==> config.mk <==
export PLATFORM = sky130hd
export DESIGN_NAME = axis_packet_checker_top
export DESIGN_NICKNAME = d
export VERILOG_FILES = /design/src/pkt_check_pkg.sv /design/src/pkt_summary_if.sv /design/src/axis_word_if.sv /design/src/axis_packet_checker_top.sv /design/src/expected_table_matcher.sv /design/src/pkt_reassembler.sv /design/src/axis_rx_stage.sv
export SDC_FILE = /design/constraint.sdc
export NUM_CORES = 1
export LEC_CHECK = 0
export BUFFER_PORTS_ARGS = -buffer_cell sky130_fd_sc_hd__buf_2
export CELL_PAD_IN_SITES_DETAIL_PLACEMENT = 1
export CELL_PAD_IN_SITES_GLOBAL_PLACEMENT = 1
export CORE_MARGIN = 5
export CORE_UTILIZATION = 35
export CTS_BUF_LIST = sky130_fd_sc_hd__clkbuf_4 sky130_fd_sc_hd__clkbuf_8
export DETAILED_ROUTE_END_ITERATION = 8
export PLACE_DENSITY = 0.62
export SETUP_SLACK_MARGIN = 0.15
export SLEW_MARGIN = 15
export SYNTH_ARGS = -nofsm -noshare
export SYNTH_HDL_FRONTEND = slang
export SYNTH_SLANG_ARGS = --single-unit
==> constraint.sdc <==
create_clock -name axis_packet_in -period 9 [get_ports axis_packet_in]
set_input_delay 1.8 -clock axis_packet_in [delete_from_list [all_inputs] [get_ports axis_packet_in]]
set_output_delay 1.8 -clock axis_packet_in [all_outputs]
set_load 0.005 [all_outputs]
==> src/pkt_check_pkg.sv <==
// Widths and CRC constants shared by the packet checker
// Beat width is fixed at four bytes, and lengths are sized for packets up to MTU_BYTES
`default_nettype none

package pkt_check_pkg;

    ////////////////////////////////////////
    // Beat geometry

    localparam int DATA_BYTES = 4;
    localparam int MTU_BYTES  = 1500;

    typedef logic [DATA_BYTES*8-1:0] data_t;
    typedef logic [DATA_BYTES-1:0]   keep_t;
    typedef logic [1:0]              dest_t;

    // One reassembly context per destination
    localparam int NUM_DESTS = 2 ** $bits(dest_t);

    ////////////////////////////////////////
    // Packet summary fields

    typedef logic [$clog2(MTU_BYTES+1)-1:0] blen_t;
    typedef logic [31:0]                    crc_t;

    // Reflected CRC-32 with all-ones seed
    localparam crc_t CRC_INIT = 32'hFFFF_FFFF;
    localparam crc_t CRC_POLY = 32'hEDB8_8320;

endpackage

`default_nettype wire
==> src/pkt_summary_if.sv <==
// Finished-packet summary from reassembler to matcher
// Valid holds with stable fields until ready takes the summary
`timescale 1ns/10ps
`default_nettype none

interface pkt_summary_if;
    import pkt_check_pkg::*;

    logic  valid;
    logic  ready;
    dest_t dest;
    blen_t blen;
    crc_t  crc;

    modport src (
        output valid, dest, blen, crc,
        input  ready
    );

    modport dst (
        input  valid, dest, blen, crc,
        output ready
    );

endinterface

`default_nettype wire

==> src/axis_word_if.sv <==
// One stream beat with valid/ready between internal stages
// A beat moves on a clock edge where valid and ready are both high
`timescale 1ns/10ps
`default_nettype none

interface axis_word_if;
    import pkt_check_pkg::*;

    logic  valid;
    logic  ready;
    data_t data;
    keep_t keep;
    logic  last;
    dest_t dest;

    // Producer side
    modport src (
        output valid, data, keep, last, dest,
        input  ready
    );

    // Consumer side
    modport dst (
        input  valid, data, keep, last, dest,
        output ready
    );

endinterface

`default_nettype wire

==> src/axis_packet_checker_top.sv <==
// AXI-Stream packet checker, packets are compared by destination, length and CRC only
`timescale 1ns/10ps
`default_nettype none

module axis_packet_checker_top #(
    parameter int NUM_EXPECTED = 8
) (
    input  logic                            axis_packet_in,
    input  logic                            rst_n,
    // Stream input
    input  logic                            tvalid,
    output logic                            tready,
    input  pkt_check_pkg::data_t            tdata,
    input  pkt_check_pkg::keep_t            tkeep,
    input  logic                            tlast,
    input  pkt_check_pkg::dest_t            tdest,
    // Table load
    input  logic                            exp_wr,
    input  logic [$clog2(NUM_EXPECTED)-1:0] exp_index,
    input  pkt_check_pkg::dest_t            exp_dest,
    input  pkt_check_pkg::blen_t            exp_blen,
    input  pkt_check_pkg::crc_t             exp_crc,
    // Results
    output logic                            match,
    output logic                            miss,
    output logic [$clog2(NUM_EXPECTED)-1:0] match_index,
    output logic [$clog2(NUM_EXPECTED):0]   received_count,
    output logic                            all_received
);

    axis_word_if   word_bus ();
    pkt_summary_if summary_bus ();

    axis_rx_stage axis_rx_stage_inst (
        .axis_packet_in (axis_packet_in),
        .rst_n          (rst_n),
        .tvalid         (tvalid),
        .tready         (tready),
        .tdata          (tdata),
        .tkeep          (tkeep),
        .tlast          (tlast),
        .tdest          (tdest),
        .out            (word_bus.src)
    );

    pkt_reassembler pkt_reassembler_inst (
        .axis_packet_in (axis_packet_in),
        .rst_n          (rst_n),
        .in             (word_bus.dst),
        .summary        (summary_bus.src)
    );

    expected_table_matcher #(
        .NUM_EXPECTED (NUM_EXPECTED)
    ) expected_table_matcher_inst (
        .axis_packet_in (axis_packet_in),
        .rst_n          (rst_n),
        .exp_wr         (exp_wr),
        .exp_index      (exp_index),
        .exp_dest       (exp_dest),
        .exp_blen       (exp_blen),
        .exp_crc        (exp_crc),
        .summary        (summary_bus.dst),
        .match          (match),
        .miss           (miss),
        .match_index    (match_index),
        .received_count (received_count),
        .all_received   (all_received)
    );

endmodule

`default_nettype wire

==> src/expected_table_matcher.sv <==
// Expected-packet table with one entry compared per cycle, NUM_EXPECTED must be at least 2
// A load and a claim on the same entry in one cycle leave the entry loaded and unclaimed
`timescale 1ns/10ps
`default_nettype none

module expected_table_matcher #(
    parameter int NUM_EXPECTED = 8
) (
    input  logic                            axis_packet_in,
    input  logic                            rst_n,
    input  logic                            exp_wr,
    input  logic [$clog2(NUM_EXPECTED)-1:0] exp_index,
    input  pkt_check_pkg::dest_t            exp_dest,
    input  pkt_check_pkg::blen_t            exp_blen,
    input  pkt_check_pkg::crc_t             exp_crc,
    pkt_summary_if.dst                      summary,
    output logic                            match,
    output logic                            miss,
    output logic [$clog2(NUM_EXPECTED)-1:0] match_index,
    output logic [$clog2(NUM_EXPECTED):0]   received_count,
    output logic                            all_received
);
    import pkt_check_pkg::*;

    localparam int IDX_W = $clog2(NUM_EXPECTED);

    typedef enum logic {
        ST_IDLE,
        ST_SEARCH
    } state_t;

    state_t                  state;
    dest_t                   tab_dest  [NUM_EXPECTED];
    blen_t                   tab_blen  [NUM_EXPECTED];
    crc_t                    tab_crc   [NUM_EXPECTED];
    logic [NUM_EXPECTED-1:0] tab_valid;
    logic [NUM_EXPECTED-1:0] tab_claimed;
    dest_t                   key_dest;
    blen_t                   key_blen;
    crc_t                    key_crc;
    logic [IDX_W-1:0]        scan_idx;
    logic                    hit;
    logic                    scan_end;

    assign summary.ready = (state == ST_IDLE);

    // Compare the current entry against the captured summary
    assign hit = (state == ST_SEARCH) && tab_valid[scan_idx] && !tab_claimed[scan_idx]
              && (tab_dest[scan_idx] == key_dest) && (tab_blen[scan_idx] == key_blen)
              && (tab_crc[scan_idx] == key_crc);
    assign scan_end = (scan_idx == IDX_W'(NUM_EXPECTED - 1));

    assign all_received = (|tab_valid) && ((tab_valid & ~tab_claimed) == '0);

    ////////////////////////////////////////
    // Search FSM and flags

    always_ff @(posedge axis_packet_in or negedge rst_n) begin
        if (!rst_n) begin
            state          <= ST_IDLE;
            scan_idx       <= '0;
            match          <= 1'b0;
            miss           <= 1'b0;
            match_index    <= '0;
            received_count <= '0;
            tab_valid      <= '0;
            tab_claimed    <= '0;
        end else begin
            match <= 1'b0;
            miss  <= 1'b0;
            case (state)
                ST_IDLE: begin
                    if (summary.valid) begin
                        state    <= ST_SEARCH;
                        scan_idx <= '0;
                    end
                end
                ST_SEARCH: begin
                    if (hit) begin
                        match                 <= 1'b1;
                        match_index           <= scan_idx;
                        tab_claimed[scan_idx] <= 1'b1;
                        // Saturate so the count never falls
                        if (received_count != '1) begin
                            received_count <= received_count + 1'b1;
                        end
                        state <= ST_IDLE;
                    end else if (scan_end) begin
                        miss  <= 1'b1;
                        state <= ST_IDLE;
                    end else begin
                        scan_idx <= scan_idx + 1'b1;
                    end
                end
                default: state <= ST_IDLE;
            endcase
            // Load clears any claim on that entry
            if (exp_wr) begin
                tab_valid[exp_index]   <= 1'b1;
                tab_claimed[exp_index] <= 1'b0;
            end
        end
    end

    ////////////////////////////////////////
    // Table contents and search key

    always_ff @(posedge axis_packet_in) begin
        if (exp_wr) begin
            tab_dest[exp_index] <= exp_dest;
            tab_blen[exp_index] <= exp_blen;
            tab_crc[exp_index]  <= exp_crc;
        end
        if (summary.valid && summary.ready) begin
            key_dest <= summary.dest;
            key_blen <= summary.blen;
            key_crc  <= summary.crc;
        end
    end

endmodule

`default_nettype wire

==> src/pkt_reassembler.sv <==
// Per-destination CRC-32 and byte count, tkeep bytes taken low to high with holes skipped
// Lengths past MTU_BYTES wrap, so longer packets are not reported correctly
`timescale 1ns/10ps
`default_nettype none

module pkt_reassembler (
    input  logic        axis_packet_in,
    input  logic        rst_n,
    axis_word_if.dst    in,
    pkt_summary_if.src  summary
);
    import pkt_check_pkg::*;

    crc_t  crc_state [NUM_DESTS];
    blen_t len_state [NUM_DESTS];
    logic  beat;
    crc_t  next_crc;
    blen_t next_len;

    ////////////////////////////////////////
    // Functions

    // Bitwise reflected CRC over the enabled bytes of one beat
    function automatic crc_t crc_update(crc_t crc, data_t data, keep_t keep);
        crc_t c;
        c = crc;
        for (int b = 0; b < DATA_BYTES; b++) begin
            if (keep[b]) begin
                c = c ^ crc_t'(data[8*b +: 8]);
                for (int i = 0; i < 8; i++) begin
                    c = c[0] ? ((c >> 1) ^ CRC_POLY) : (c >> 1);
                end
            end
        end
        return c;
    endfunction

    function automatic blen_t keep_bytes(keep_t keep);
        blen_t n;
        n = '0;
        for (int b = 0; b < DATA_BYTES; b++) begin
            n = n + blen_t'(keep[b]);
        end
        return n;
    endfunction

    ////////////////////////////////////////
    // Beat acceptance

    // Take a beat unless a summary is stuck waiting
    assign in.ready = !summary.valid || summary.ready;
    assign beat     = in.valid && in.ready;

    assign next_crc = crc_update(crc_state[in.dest], in.data, in.keep);
    assign next_len = len_state[in.dest] + keep_bytes(in.keep);

    ////////////////////////////////////////
    // Running state and summary valid

    always_ff @(posedge axis_packet_in or negedge rst_n) begin
        if (!rst_n) begin
            for (int d = 0; d < NUM_DESTS; d++) begin
                crc_state[d] <= CRC_INIT;
                len_state[d] <= '0;
            end
            summary.valid <= 1'b0;
        end else begin
            if (summary.valid && summary.ready) begin
                summary.valid <= 1'b0;
            end
            if (beat) begin
                if (in.last) begin
                    // Packet done, start this destination afresh
                    crc_state[in.dest] <= CRC_INIT;
                    len_state[in.dest] <= '0;
                    summary.valid      <= 1'b1;
                end else begin
                    crc_state[in.dest] <= next_crc;
                    len_state[in.dest] <= next_len;
                end
            end
        end
    end

    // Summary fields, final CRC is inverted
    always_ff @(posedge axis_packet_in) begin
        if (beat && in.last) begin
            summary.dest <= in.dest;
            summary.blen <= next_len;
            summary.crc  <= ~next_crc;
        end
    end

endmodule

`default_nettype wire

==> src/axis_rx_stage.sv <==
// Two-entry skid stage, tready is a register and does not follow out.ready in the same cycle
`timescale 1ns/10ps
`default_nettype none

module axis_rx_stage (
    input  logic                 axis_packet_in,
    input  logic                 rst_n,
    input  logic                 tvalid,
    output logic                 tready,
    input  pkt_check_pkg::data_t tdata,
    input  pkt_check_pkg::keep_t tkeep,
    input  logic                 tlast,
    input  pkt_check_pkg::dest_t tdest,
    axis_word_if.src             out
);
    import pkt_check_pkg::*;

    logic  skid_valid;
    logic  skid_valid_next;
    data_t skid_data;
    keep_t skid_keep;
    logic  skid_last;
    dest_t skid_dest;
    logic  accept;
    logic  pop;
    logic  load_main;

    assign accept = tvalid && tready;
    assign pop    = out.valid && out.ready;

    // Output register empties or is free this cycle
    assign load_main = pop || !out.valid;

    always_comb begin
        skid_valid_next = skid_valid;
        if (skid_valid && load_main) begin
            skid_valid_next = 1'b0;
        end else if (accept && !load_main) begin
            skid_valid_next = 1'b1;
        end
    end

    ////////////////////////////////////////
    // Control

    always_ff @(posedge axis_packet_in or negedge rst_n) begin
        if (!rst_n) begin
            out.valid  <= 1'b0;
            skid_valid <= 1'b0;
            tready     <= 1'b0;
        end else begin
            if (load_main) begin
                out.valid <= skid_valid || accept;
            end
            skid_valid <= skid_valid_next;
            // Open only while the skid entry will be empty
            tready     <= !skid_valid_next;
        end
    end

    ////////////////////////////////////////
    // Payload

    always_ff @(posedge axis_packet_in) begin
        if (load_main) begin
            if (skid_valid) begin
                out.data <= skid_data;
                out.keep <= skid_keep;
                out.last <= skid_last;
                out.dest <= skid_dest;
            end else if (accept) begin
                out.data <= tdata;
                out.keep <= tkeep;
                out.last <= tlast;
                out.dest <= tdest;
            end
        end
        // Park the beat when downstream stalls
        if (accept && !load_main) begin
            skid_data <= tdata;
            skid_keep <= tkeep;
            skid_last <= tlast;
            skid_dest <= tdest;
        end
    end

endmodule

`default_nettype wire

## Yosys cells after proc, flatten, opt, wreduce, memory -nomap -nowiden

Memory sizes are Yosys's and may differ from the RTL's.
Cells that the tools add are included.
W data, S select, Z words.

- Output and inout port bits: 11
- Memory bits (writable): 360
- Memories: 3
- Logic and storage cells: 224
- Register bits: 373
- Input bits: 91

- Equal/unequal tests: 8
- Bitwise logic cells: 48
- $lt $le $gt $ge: 6
- Add/sub/neg operators: 6
- Muxes and demuxes: 89
- Reduce and logical (&&, ||, !) cells: 30

Memory list:

| name | words | bits a word | rd ports | clocked after Yosys merged registers in | write ports | line | source |
|---|---|---|---|---|---|---|---|
| expected_table_matcher_inst.tab_crc | 8 | 32 | 1 | 0 | 1 | expected_table_matcher.sv:35 | `crc_t tab_crc [NUM_EXPECTED];` |
| expected_table_matcher_inst.tab_blen | 8 | 11 | 1 | 0 | 1 | expected_table_matcher.sv:34 | `blen_t tab_blen [NUM_EXPECTED];` |
| expected_table_matcher_inst.tab_dest | 8 | 2 | 1 | 0 | 1 | expected_table_matcher.sv:33 | `dest_t tab_dest [NUM_EXPECTED];` |

Operator list:

| operator | number |
|---|---|
| $mux W32 | 41 |
| $not A13 Y14 | 32 |
| $bwmux W128 | 1 |
| $mux W128 | 1 |
| $or A128 B128 Y128 | 1 |
| $xor A32 B8 Y32 | 4 |
| $bmux W32 S2 | 1 |
| $demux W32 S2 | 1 |
| $and A44 B44 Y44 | 1 |
| $bwmux W44 | 1 |
| $mux W44 | 1 |
| $not A44 Y44 | 1 |
| $mux W11 | 3 |
| $eq A32 B32 Y1 | 1 |
| $not A32 Y32 | 1 |
| $mux W8 | 3 |
| $bmux W11 S2 | 1 |
| $demux W11 S2 | 1 |
| $mux W1 | 21 |
| $and A8 B8 Y8 | 2 |
| $not A8 Y8 | 2 |
| $or A8 B8 Y8 | 2 |
| $logic_and A1 B1 Y1 | 15 |
| $add A11 B1 Y11 | 1 |
| other kinds (30) | 48 |

## Depth between registers and ports, before layout

Gate-level depths: netlist (run 1).

- Depth in word-level cells: 78
- Depth in mapped cells: 19
- Gate-level depth less buffers: 16

## Cells and area by module

Synthesis (run 1) repeated with hierarchy kept, for this count alone.

- Cell total of the unflattened synthesis: 2430
- Area total of the unflattened synthesis: 35233.8 um^2

Modules (own cells, without submodules):

| module | cells each | sequential area each (um^2) | area each (um^2) | instances |
|---|---|---|---|---|
| expected_table_matcher | 826 | 12887.4 | 16953.8 | 1 |
| pkt_reassembler | 1472 | 5840.6 | 15333.5 | 1 |
| axis_rx_stage | 132 | 2417.3 | 2946.6 | 1 |

## Least setup slack after synthesis (run 1)

OpenSTA, ideal clock, no wires.

- Kind: reg-to-reg
- Start point: register axis_rx_stage_inst.out.dest[0]
- End point: register pkt_reassembler_inst.summary.crc[19], data pin
- Slack: 3292 ps
- Cell stages (with the launch flop): 20
- Required time: 8742 ps
- Arrival time: 5450 ps
- Buffers on the path: 3
- Path through: edfxtp_1 -> buf_6 -> buf_12 -> mux4_2 -> xnor2_2 -> nor3_1 -> o41a_1 -> a2111o_1 -> buf_6 -> xor3_1 -> xor3_2 -> a21oi_2 -> xnor3_2 -> xnor2_1 -> o21ai_2 -> xor2_4 -> xor3_1 -> xnor3_1 -> a21oi_2 -> inv_1

- Word-level cells in the longest chain between the ends: 58
- Elaborated cells between the ends (all ways): 76

Ends and longest elaborated chain:

| element | line | source |
|---|---|---|
| start: declaration | axis_word_if.sv:18 | `output valid, data, keep, last, dest,` |
| start signal: assignment | axis_rx_stage.sv:70 | `out.dest <= skid_dest;` |
| start signal: assignment | axis_rx_stage.sv:75 | `out.dest <= tdest;` |
| $not A2 Y3 (not written as such) * | pkt_reassembler.sv:54 | `assign next_crc = crc_update(crc_state[in.dest], in.data, in.keep);` |
| $bmux W32 S2 * | pkt_reassembler.sv:54 |  |
| $mux W32 (not written as such) * (2 in a row) | pkt_reassembler.sv:54 |  |
| $xor A32 B8 Y32 | pkt_reassembler.sv:29 | `c = c ^ crc_t'(data[8*b +: 8]);` |
| $not A13 Y14 (no source line) or $mux W32 (tied branches) | - |  |
| $mux W32 or $not A13 Y14 (tied branches) (2 in a row) | - |  |
| $not A13 Y14 (no source line) or $mux W32 (tied branches) | - |  |
| $mux W32 or $not A13 Y14 (tied branches) | - |  |
| [... 40 more ...] | - |  |
| $not A13 Y14 (no source line) or $mux W32 (tied branches) | - |  |
| $mux W32 | pkt_reassembler.sv:31 | `c = c[0] ? ((c >> 1) ^ CRC_POLY) : (c >> 1);` |
| $not A13 Y14 (no source line) or $mux W32 (tied branches) | - |  |
| $mux W32 | pkt_reassembler.sv:31 |  |
| $not A13 Y14 (no source line) or $mux W32 (tied branches) | - |  |
| $mux W32 | pkt_reassembler.sv:31 |  |
| $mux W32 * | pkt_reassembler.sv:28 | `if (keep[b]) begin` |
| $not A32 Y32 * | pkt_reassembler.sv:90 | `summary.crc <= ~next_crc;` |
| end signal: assignment | pkt_reassembler.sv:90 |  |
| end: declaration | pkt_summary_if.sv:16 | `output valid, dest, blen, crc,` |

Every way passes the cells marked *; elsewhere a longest branch is shown, timed or not. The select of a mux whose other input is x is not followed.
A chain may end at the register's enable or synchronous reset.

## Worst setup path after layout (run 1)

- Start point: register axis_rx_stage_inst.out.dest[0]
- End point: register pkt_reassembler_inst.summary.crc[7], data pin

- Word-level cells in the longest chain between the ends: 58
- Elaborated cells between the ends (all ways): 72

Ends and longest elaborated chain:

| element | line |
|---|---|
| $not A2 Y3 (not written as such) * | pkt_reassembler.sv:54 |
| $bmux W32 S2 * | pkt_reassembler.sv:54 |
| $mux W32 (not written as such) * (2 in a row) | pkt_reassembler.sv:54 |
| $xor A32 B8 Y32 | pkt_reassembler.sv:29 |
| $mux W32 | pkt_reassembler.sv:31 |
| $not A13 Y14 (no source line) | - |
| $mux W32 (7 in a row) | pkt_reassembler.sv:31 |
| $mux W32 * | pkt_reassembler.sv:28 |
| [... 30 more ...] | - |
| $xor A32 B8 Y32 | pkt_reassembler.sv:29 |
| $mux W32 (5 in a row) | pkt_reassembler.sv:31 |
| $not A13 Y14 (no source line) | - |
| $mux W32 | pkt_reassembler.sv:31 |
| $not A13 Y14 (no source line) | - |
| $mux W32 (2 in a row) | pkt_reassembler.sv:31 |
| $mux W32 * | pkt_reassembler.sv:28 |
| $not A32 Y32 * | pkt_reassembler.sv:90 |

Marks and branches as above.

==> results of run 1 <==
==> placed cells by master, fill, tap and decap left out, types with 19 or more instances in the layout <==
cell type / n
nor2_1: 163
mux2i_1: 52
xnor3_1: 39
xnor2_1: 119
clkbuf_8: 130
mux4_2: 43
dfrtp_1: 76
buf_4: 47
xor2_1: 98
inv_1: 38
dfstp_2: 128
nand4_1: 36
a31oi_1: 23
a22oi_1: 150
nand3_1: 28
nand2_1: 183
buf_2: 100
nor3_1: 19
o21ai_0: 64
clkinv_1: 20
a21oi_1: 131
mux2_2: 67
edfxtp_1: 528
clkbuf_4: 44
a22o_1: 19
==> metal layers <==
metal  global-route usage  up-vias
met5                    0        -
met4               0.0589        2
met3               0.0298      132
met2                0.325      489
met1                0.253    10957
li1                     -     9291
==> state kept, by name (all words and copies together) (netlist names), 2 cells and up <==
signal                                      count
expected_table_matcher_inst.key_crc            32
pkt_reassembler_inst.summary.crc               32
expected_table_matcher_inst.scan_idx            3
expected_table_matcher_inst.tab_claimed         8
expected_table_matcher_inst.tab_valid           8
pkt_reassembler_inst.len_state                 44
expected_table_matcher_inst.tab_dest           16
expected_table_matcher_inst.match_index         3
expected_table_matcher_inst.received_count      4
axis_rx_stage_inst.out.data                    32
axis_rx_stage_inst.skid_keep                    4
pkt_reassembler_inst.crc_state                128
axis_rx_stage_inst.out.dest                     2
expected_table_matcher_inst.key_dest            2
axis_rx_stage_inst.out.keep                     4
pkt_reassembler_inst.summary.blen              11
pkt_reassembler_inst.summary.dest               2
axis_rx_stage_inst.skid_data                   32
expected_table_matcher_inst.key_blen           11
expected_table_matcher_inst.tab_blen           88
axis_rx_stage_inst.skid_dest                    2
expected_table_matcher_inst.tab_crc           256
==> worst reg2reg max path: stages (launching register included) <==
cell and delay [ps]:
edfxtp_1 800, buf_4 560, mux4_2 740, nor4b_1 220, o41a_1 390, a2111o_1 470
xor3_1 440, xor3_2 350, a21oi_2 330, xnor3_2 480, xnor2_1 170, o21ai_2 260
xor2_4 370, xor3_1 540, xor2_1 210, a21oi_1 700
==> kinds of logic (layout without fill, tap and decap cells) <==
logic type / after synthesis / count (layout) / share of synthesized area
buffers and inverters: 170 / 406 / 0.0201
other: 0 / 5 / 0
and+or+nand+nor: 540 / 540 / 0.0742
muxes: 162 / 162 / 0.0665
xor gates and xnor gates: 301 / 301 / 0.110
DFF: 733 / 733 / 0.626
adders and majority gates: 7 / 7 / 0.00326
AOI/OAI and AO/OA: 492 / 492 / 0.0997
==> per-stage QoR <==
step / setup slack, ps / hold WS (ps) / std cells / instance area (um2)
after CTS: 1510 / 362 / 3916 / 38400
after detailed placement: 1580 / 406 / 3698 / 35800
after global placement: 1680 / 404 / 3698 / 35800
after global routing: 1270 / 394 / 3919 / 38500
after floorplan: 3290 / 400 / 2405 / 33800
final: 1640 / 379 / 3922 / 38500
==> worst max path at each step <==
stage                                         from                              endpoint  slack, ps  depth (start not counted)
finish              axis_rx_stage_inst.out.dest[0]   pkt_reassembler_inst.summary.crc[7]       1640                         15
global route        axis_rx_stage_inst.out.dest[0]    pkt_reassembler_inst.crc_state[24]       1270                         16
CTS                 axis_rx_stage_inst.out.dest[0]   pkt_reassembler_inst.summary.crc[7]       1510                         15
detailed placement  axis_rx_stage_inst.out.dest[0]   pkt_reassembler_inst.summary.crc[7]       1580                         15
global placement    axis_rx_stage_inst.out.dest[0]   pkt_reassembler_inst.summary.crc[7]       1680                         15
floorplan           axis_rx_stage_inst.out.dest[0]  pkt_reassembler_inst.summary.crc[19]       3290                         19
==> layout make-up <==
cell class	count	area, um2
Antenna cell	5	12.5
Tap cell	1276	1600
Clock buffer	173	2110
Multi-Input combinational cell	1502	12100
Inverter	39	146
Sequential cell	733	21100
Fill cell	9905	57800
Clock inverter	45	515
Timing Repair Buffer	149	887
==> flow_summary.toml, run 1 <==
[route]
drt-met1-wl_um = 43200
wl_um = 99900
wl_per_cell_um = 25.5
drtAntennaViolNets = 0
viasPerCell = 5.32
drcViolationCount = 0
first_pass_iters = 4
drtIter0Drc = 1496
wl_met2_um = 49600
vias = 20871
wl_met3_um = 4470
top_layer = "met5"

[layout]
nets = 2644
final_core_util = 0.400
drive_above_1_share = 0.258
syn2layout_area_growth_pct = 14.0

[sta]
worst_pin_slew_ps = 1140
rsz0062_at_grt = "false"
tns_ps = 0
period_needed_ps = 7360
hold_violations = 0
clock_skew_ps = 81.3
setup_viol = 0
fmax_mhz = 136
slew_viol_final = 0
fin_crit_sh = 0.817
slew_headroom = 0.238

[floorplanning]
fp-row-count = 114
die_x_um = 321
die-area_um2 = 103000
fp.dieH_um = 321
boundaryPins = 102
initial_core_util = 0.351
core-area_um2 = 96300

[clock_tree]
cts.clk_slew.worst_paths_ps = 60
insertion_delay_ps = 820
cts_made_buffers = 121
hold_buffers = 0
cts.sinks = 733
post_cts_buffers = 0
htreeDepth = 3
tritoncts = "yes"
post_cts_resized = 0
clock_path_buffers = 3
root_buffer = "clkbuf_8"

[grt]
antenna_found_initial = 11
grt_pass1_vias = 22578
grt_pass1_wl_um = 149000
grt_use_total = 0.191
grt_max_degree = 103
grt_overflow = 0

[worst_setup_path]
r2r_start = "axis_rx_stage_inst.out.dest[0]"
reg2regPathDepth = 15
start_kind = "flop"
crit_required_ps = 9460
path_delay_family = "XOR/XNOR gates"
r2r_slack_ps = 1640
max_stage_delay_ps = 800
critPathBufInv = 1
cp-end-kind = "flop"
cpMostUsedCell = "xor3_1"
cp.arrival_ps = 7810
crit_slowest_cell = "edfxtp_1"
path_cells = "buf_4 -> mux4_2 -> nor4b_1 -> o41a_1 -> a2111o_1 -> xor3_1 -> xor3_2 -> a21oi_2 -> xnor3_2 -> xnor2_1 -> o21ai_2 -> xor2_4 -> xor3_1 -> xor2_1 -> a21oi_1"
crit_type = "flop to flop"
crit_fanout = 23
rr_endpoint = "pkt_reassembler_inst.summary.crc[7]"

[worst_hold_path]
min_from = "pkt_reassembler_inst.summary.crc[16]"
hold_depth = 0
whs_endpoint = "expected_table_matcher_inst.key_crc[16]"
hold_class = "flop to flop"

[yosys]
yosys_most_used_dff = "edfxtp_1"
synth_edf_count = 528
ys_seq_elements = 733
async_reset_ff_frac = 0.280
yosysMostFrequentCell = "edfxtp_1"
synth_fp_nets = 2503
synth_cell_types = 85
synth.yosys.seq_area_share = 0.626
synth.area.top_cells = "edfxtp_1, dfstp_2, dfrtp_1"
synth_common_cells = "edfxtp_1, nand2_1, nor2_1, a22oi_1, a21oi_1"
ys_warn_count = 0
syn_area_um2 = 33800
avgSynthCellArea_um2 = 14.0
synth_top_area_share = 0.470
synth_largest_area_cell = "edfxtp_1"
syn_inst = 2405

[job]
cap_violations = 0

[placement]
gp_congestion = 0.874
dpl.hpwl_um = 66200
numPortBuffers = 101

[run_status]
outcome = "complete, no violations"
Power of run 1 is not shown: default switching activity piles up to over one toggle a cycle in this logic, so the estimate is an artifact.
==> inputs of run 2 (changes only) <==
Settings changed: ABC_AREA set to 1, PLACE_DENSITY 0.62 to 0.65.
Clock period 9 ns to 7.3 ns, I/O delays scaled along.
==> flow_summary.toml, run 2 <==
[run_status]
outcome = "complete, no violations"

[grt]
antenna_found_initial = 6
grt_pass1_wl_um = 187000
grt_use_total = 0.220
grt_pass1_vias = 29572
grt_overflow = 0
grt_max_degree = 144

[route]
first_pass_iters = 5
drtAntennaViolNets = 0
viasPerCell = 5.23
wl_um = 125000
wl_per_cell_um = 22.7
drtIter0Drc = 1984
drcViolationCount = 0
vias = 28755

[worst_setup_path]
cpMostUsedCell = "nand2_1"
start_kind = "flop"
crit_required_ps = 8020
crit_type = "flop to flop"
cp-end-kind = "flop"
crit_slowest_cell = "edfxtp_1"
max_stage_delay_ps = 690
crit_fanout = 16
cp.arrival_ps = 6690

[yosys]
ys_warn_count = 0
ys_seq_elements = 733
syn_area_um2 = 36700
synth_fp_nets = 3967
synth_common_cells = "nand2_1, edfxtp_1, nand3_1, inv_1, nor2_1"
synth_cell_types = 67
avgSynthCellArea_um2 = 9.50
synth.area.top_cells = "edfxtp_1, nand2_1, dfstp_2"
yosys_most_used_dff = "edfxtp_1"
synth_largest_area_cell = "edfxtp_1"
synth.yosys.seq_area_share = 0.575
synth_top_area_share = 0.431
yosysMostFrequentCell = "nand2_1"
async_reset_ff_frac = 0.280
syn_inst = 3869
synth_edf_count = 528

[layout]
nets = 4111
syn2layout_area_growth_pct = 13.4
fillers = 12016
regArea_um2 = 21100
final_cell_mix = "nand2_1, edfxtp_1, nand3_1, inv_1, nor2_1"
drive_above_1_share = 0.183
reg_top3 = "expected_table_matcher_inst.tab_crc (256), pkt_reassembler_inst.crc_state (128), expected_table_matcher_inst.tab_blen (88)"
largest_reg_flops = 256
multiInputGateArea_um2 = 13800
layout_commonest_cell = "nand2_1"
top_register = "expected_table_matcher_inst.tab_crc"
final_core_util = 0.401

[sta]
tns_ps = 0
clock_skew_ps = 46.8
rsz0062_at_grt = "false"
hold_violations = 0
slew_headroom = 0.197
slew_viol_final = 0
setup_viol = 0
fin_crit_sh = 0.818
worst_pin_slew_ps = 1190
fmax_mhz = 167
period_needed_ps = 5970

[floorplanning]
fp-row-count = 118
die-area_um2 = 112000
fp.dieH_um = 334
die_x_um = 334
core-area_um2 = 104000
boundaryPins = 102
initial_core_util = 0.354

[clock_tree]
post_cts_resized = 0
htreeDepth = 4
hold_buffers = 0
insertion_delay_ps = 820
root_buffer = "clkbuf_8"
post_cts_buffers = 0
clock_path_buffers = 3
cts.sinks = 733
cts_made_buffers = 132
tritoncts = "yes"
cts.clk_slew.worst_paths_ps = 60

[placement]
gp_congestion = 0.916
dpl.hpwl_um = 87000
numPortBuffers = 101

[job]
cap_violations = 0

[worst_hold_path]
hold_class = "flop to flop"
-- run 2: changes by cell type after synthesis, sizes merged, moves of 38 or more --
cell and change:
a22oi -76, or2 +38, o21ai +49, mux2i -51, xnor3 -42, mux2 -66
mux4 -43, a21oi -82, inv +302, nand4 +60, nand3 +374, nand2 +1143
xnor2 -100
-- run 2: final cells by class --
type,instances,area share
inverters,343,0.0310
multi-input cells,2654,0.331
clock buffers,183,0.0546
repair buffers,149,0.0228
well taps,1380,0.0414
flip-flops and latches,733,0.508
clock inverters,60,0.0117
diodes,1,0.0000601
-- run 2: logic make-up after synthesis --
logic type | share of synthesized area
AO/OA/AOI/OAI | 0.0755
buffers and inverters | 0.0536
XOR/XNOR | 0.0350
multiplexers | 0.000579
AND/OR/NAND/NOR | 0.257
flip-flops | 0.575
adder cells (fa/ha/maj) | 0.00300
-- run 2: metal layers --
metal,vias to the layer above,part of all wire,global-route usage
li1,13459,-,-
met1,14436,0.44,0.289
met2,683,0.49,0.378
met3,175,0.046,0.0318
met4,2,0.026,0.0666
met5,-,0.00011,0
-- run 2: path summary, 6_finish.rpt --
| kind | slack (ps) | endpoint | cells after the start | start |
|---|---|---|---|---|
| max | 1330 | pkt_reassembler_inst.crc_state[77] | 32 | axis_rx_stage_inst.out.dest[1] |
| min | 420 | expected_table_matcher_inst.key_crc[24] | 0 | pkt_reassembler_inst.summary.crc[24] |
| max reg2reg | 1330 | pkt_reassembler_inst.crc_state[77] | 32 | axis_rx_stage_inst.out.dest[1] |
| min reg2reg | 420 | expected_table_matcher_inst.key_crc[24] | 0 | pkt_reassembler_inst.summary.crc[24] |
| max in group asynchronous | 5380 | expected_table_matcher_inst.tab_valid[2] | 2 | rst_n |
| min in group asynchronous | 630 | axis_rx_stage_inst.skid_valid | 1 | rst_n |
-- run 2: stage by stage --
step	hold slack, ps	setup WS, ps	instances	cell area (um2)
after floorplan	400	3240	3869	36700
after global placement	401	1470	5258	38900
after detailed placement	406	1410	5258	38900
after CTS	416	1390	5501	41600
after global routing	428	880	5503	41700
final	416	1330	5503	41700
-- run 2: worst max-delay path, delay by kind of cell (launching register included) --
family	cells	cell delay (ps)
AND/OR/NAND/NOR	26	3590
flip-flops	1	690
XOR/XNOR	2	460
AO/OA/AOI/OAI	2	750
buffers and inverters	2	350
Power of run 2 is left out for the same reason.
==> inputs of run 3 (changes only) <==
Settings changed: PLACE_DENSITY 0.65 to 0.67.
Clock period 7.3 ns to 5.2 ns, I/O delays scaled along.
==> flow_summary.toml, run 3 (synthesis gave the netlist of run 2 again) <==
[clock_tree]
insertion_delay_ps = 820
tritoncts = "yes"
cts.sinks = 733
hold_buffers = 0
root_buffer = "clkbuf_8"
clock_path_buffers = 3
cts.clk_slew.worst_paths_ps = 60
htreeDepth = 4
cts_made_buffers = 132

[grt]
busiest_layer = "met2"
use_met2 = 0.370
grt_use_met3 = 0.0416
grt_max_degree = 101
grt_overflow = 0
grt_pass1_vias = 30057
use_met1 = 0.287
antenna_found_initial = 7
grt_pass1_wl_um = 188000
grt_use_total = 0.221

[placement]
numPortBuffers = 101
gp_congestion = 0.963
dpl.hpwl_um = 88800
dp_cells = 5311
dp_slack_ps = -9.83

[layout]
layout_commonest_cell = "nand2_1"
final_cell_mix = "nand2_1, edfxtp_1, inv_1, nand3_1, nor2_1"
top_register = "expected_table_matcher_inst.tab_crc"
nets = 4219
syn2layout_area_growth_pct = 18.5
final_core_util = 0.419
reg_top3 = "expected_table_matcher_inst.tab_crc (256), pkt_reassembler_inst.crc_state (128), expected_table_matcher_inst.tab_blen (88)"
stdcell_count = 5610
fillers = 11876
regArea_um2 = 21100
drive_above_1_share = 0.238
multiInputGateArea_um2 = 14700
largest_reg_flops = 256

[floorplanning]
core-area_um2 = 104000
die-area_um2 = 112000
die_x_um = 334
boundaryPins = 102
fp-row-count = 118
initial_core_util = 0.354
fp.dieH_um = 334

[job]
cap_violations = 0

[sta]
clock_skew_ps = 52.9
tns_ps = 0
setup_viol = 0
fmax_mhz = 208
period_needed_ps = 4810
rsz0062_at_grt = "true"
hold_violations = 0
worst_pin_slew_ps = 1090
fin_ws_ps = 387
fin_crit_sh = 0.926
slew_viol_final = 0
slew_headroom = 0.274

[worst_setup_path]
crit_fanout = 8
max_stage_delay_ps = 460
cp.arrival_ps = 5350
crit_type = "flop to flop"
cp-end-kind = "flop"
rr_endpoint = "pkt_reassembler_inst.summary.crc[21]"
reg2regPathDepth = 27
crit_required_ps = 5730
start_kind = "flop"
r2r_start = "axis_rx_stage_inst.out.dest[0]"
crit_slowest_cell = "edfxtp_1"
r2r_slack_ps = 390

[route]
first_pass_iters = 5
viasPerCell = 5.26
drtIter0Drc = 2076
wl_um = 127000
drcViolationCount = 0
vias = 29513
drtAntennaViolNets = 0
wl_per_cell_um = 22.7

[run_status]
outcome = "complete, no violations"

[worst_hold_path]
hold_class = "input pin to async pin"
## run 3: changes by cell type in the layout (fill, tap and decap cells not counted), sizes merged, moves of 6 or more
cell / previous run / this run
inv: 352 / 345
diode: 1 / 7
buf: 148 / 253
clkbuf: 184 / 196
clkinv: 46 / 35
## run 3: worst max-delay path by stage
stage,start,endpoint,slack (ps),cells after the start
2_1_floorplan,axis_rx_stage_inst.out.dest[0],pkt_reassembler_inst.summary.crc[19],1510,34
4_1_cts,axis_rx_stage_inst.out.dest[0],pkt_reassembler_inst.summary.crc[6],160,31
3_5_place_dp,axis_rx_stage_inst.out.dest[1],pkt_reassembler_inst.crc_state[77],-10,34
3_3_place_gp,axis_rx_stage_inst.out.dest[1],pkt_reassembler_inst.crc_state[77],60,34
5_1_grt,axis_rx_stage_inst.out.dest[1],pkt_reassembler_inst.crc_state[62],70,36
6_report,axis_rx_stage_inst.out.dest[0],pkt_reassembler_inst.summary.crc[21],390,27
## run 3: stage by stage
step / hold WS [ps] / instance area, um2
6_report: 216 / 43600
5_1_grt: 218 / 43500
4_1_cts: 206 / 42100
3_5_place_dp: 406 / 39300
3_3_place_gp: 401 / 39300
2_1_floorplan: 400 / 36700
## run 3: cell type report
| class | count | area share |
|---|---|---|
| sequential | 733 | 0.486 |
| multi-input combinational | 2656 | 0.338 |
| clock buffer | 194 | 0.0541 |
| timing repair buffer | 255 | 0.0432 |
| tap | 1380 | 0.0396 |
| inverter | 343 | 0.0300 |
| clock inverter | 42 | 0.00893 |
| antenna | 7 | 0.000402 |
## run 3: timing repair
| action | CTS | global route |
|---|---|---|
| endpoints found under the setup margin | 48 | 158 |
| cloned | 1 | 2 |
| setup buffers | 2 | 51 |
| gates resized for setup | 10 | 213 |
| pin swaps | 2 | 46 |
## run 3: metal layers
| metal | wire length (um) | part of all wire |
|---|---|---|
| met1 | 54700 | 0.43 |
| met2 | 61300 | 0.48 |
| met3 | 6860 | 0.054 |
| met4 | 4580 | 0.036 |
| met5 | 16 | 0.00013 |
## run 3: critical path, delay by kind of cell, from the launching register on
family	cells	cell delay [ps]
buffers and inverters	3	480
DFF	1	460
xor gates and xnor gates	1	360
AOI/OAI and AO/OA	3	620
and+or+nand+nor	20	2590
Power of run 3 is left out for the same reason.
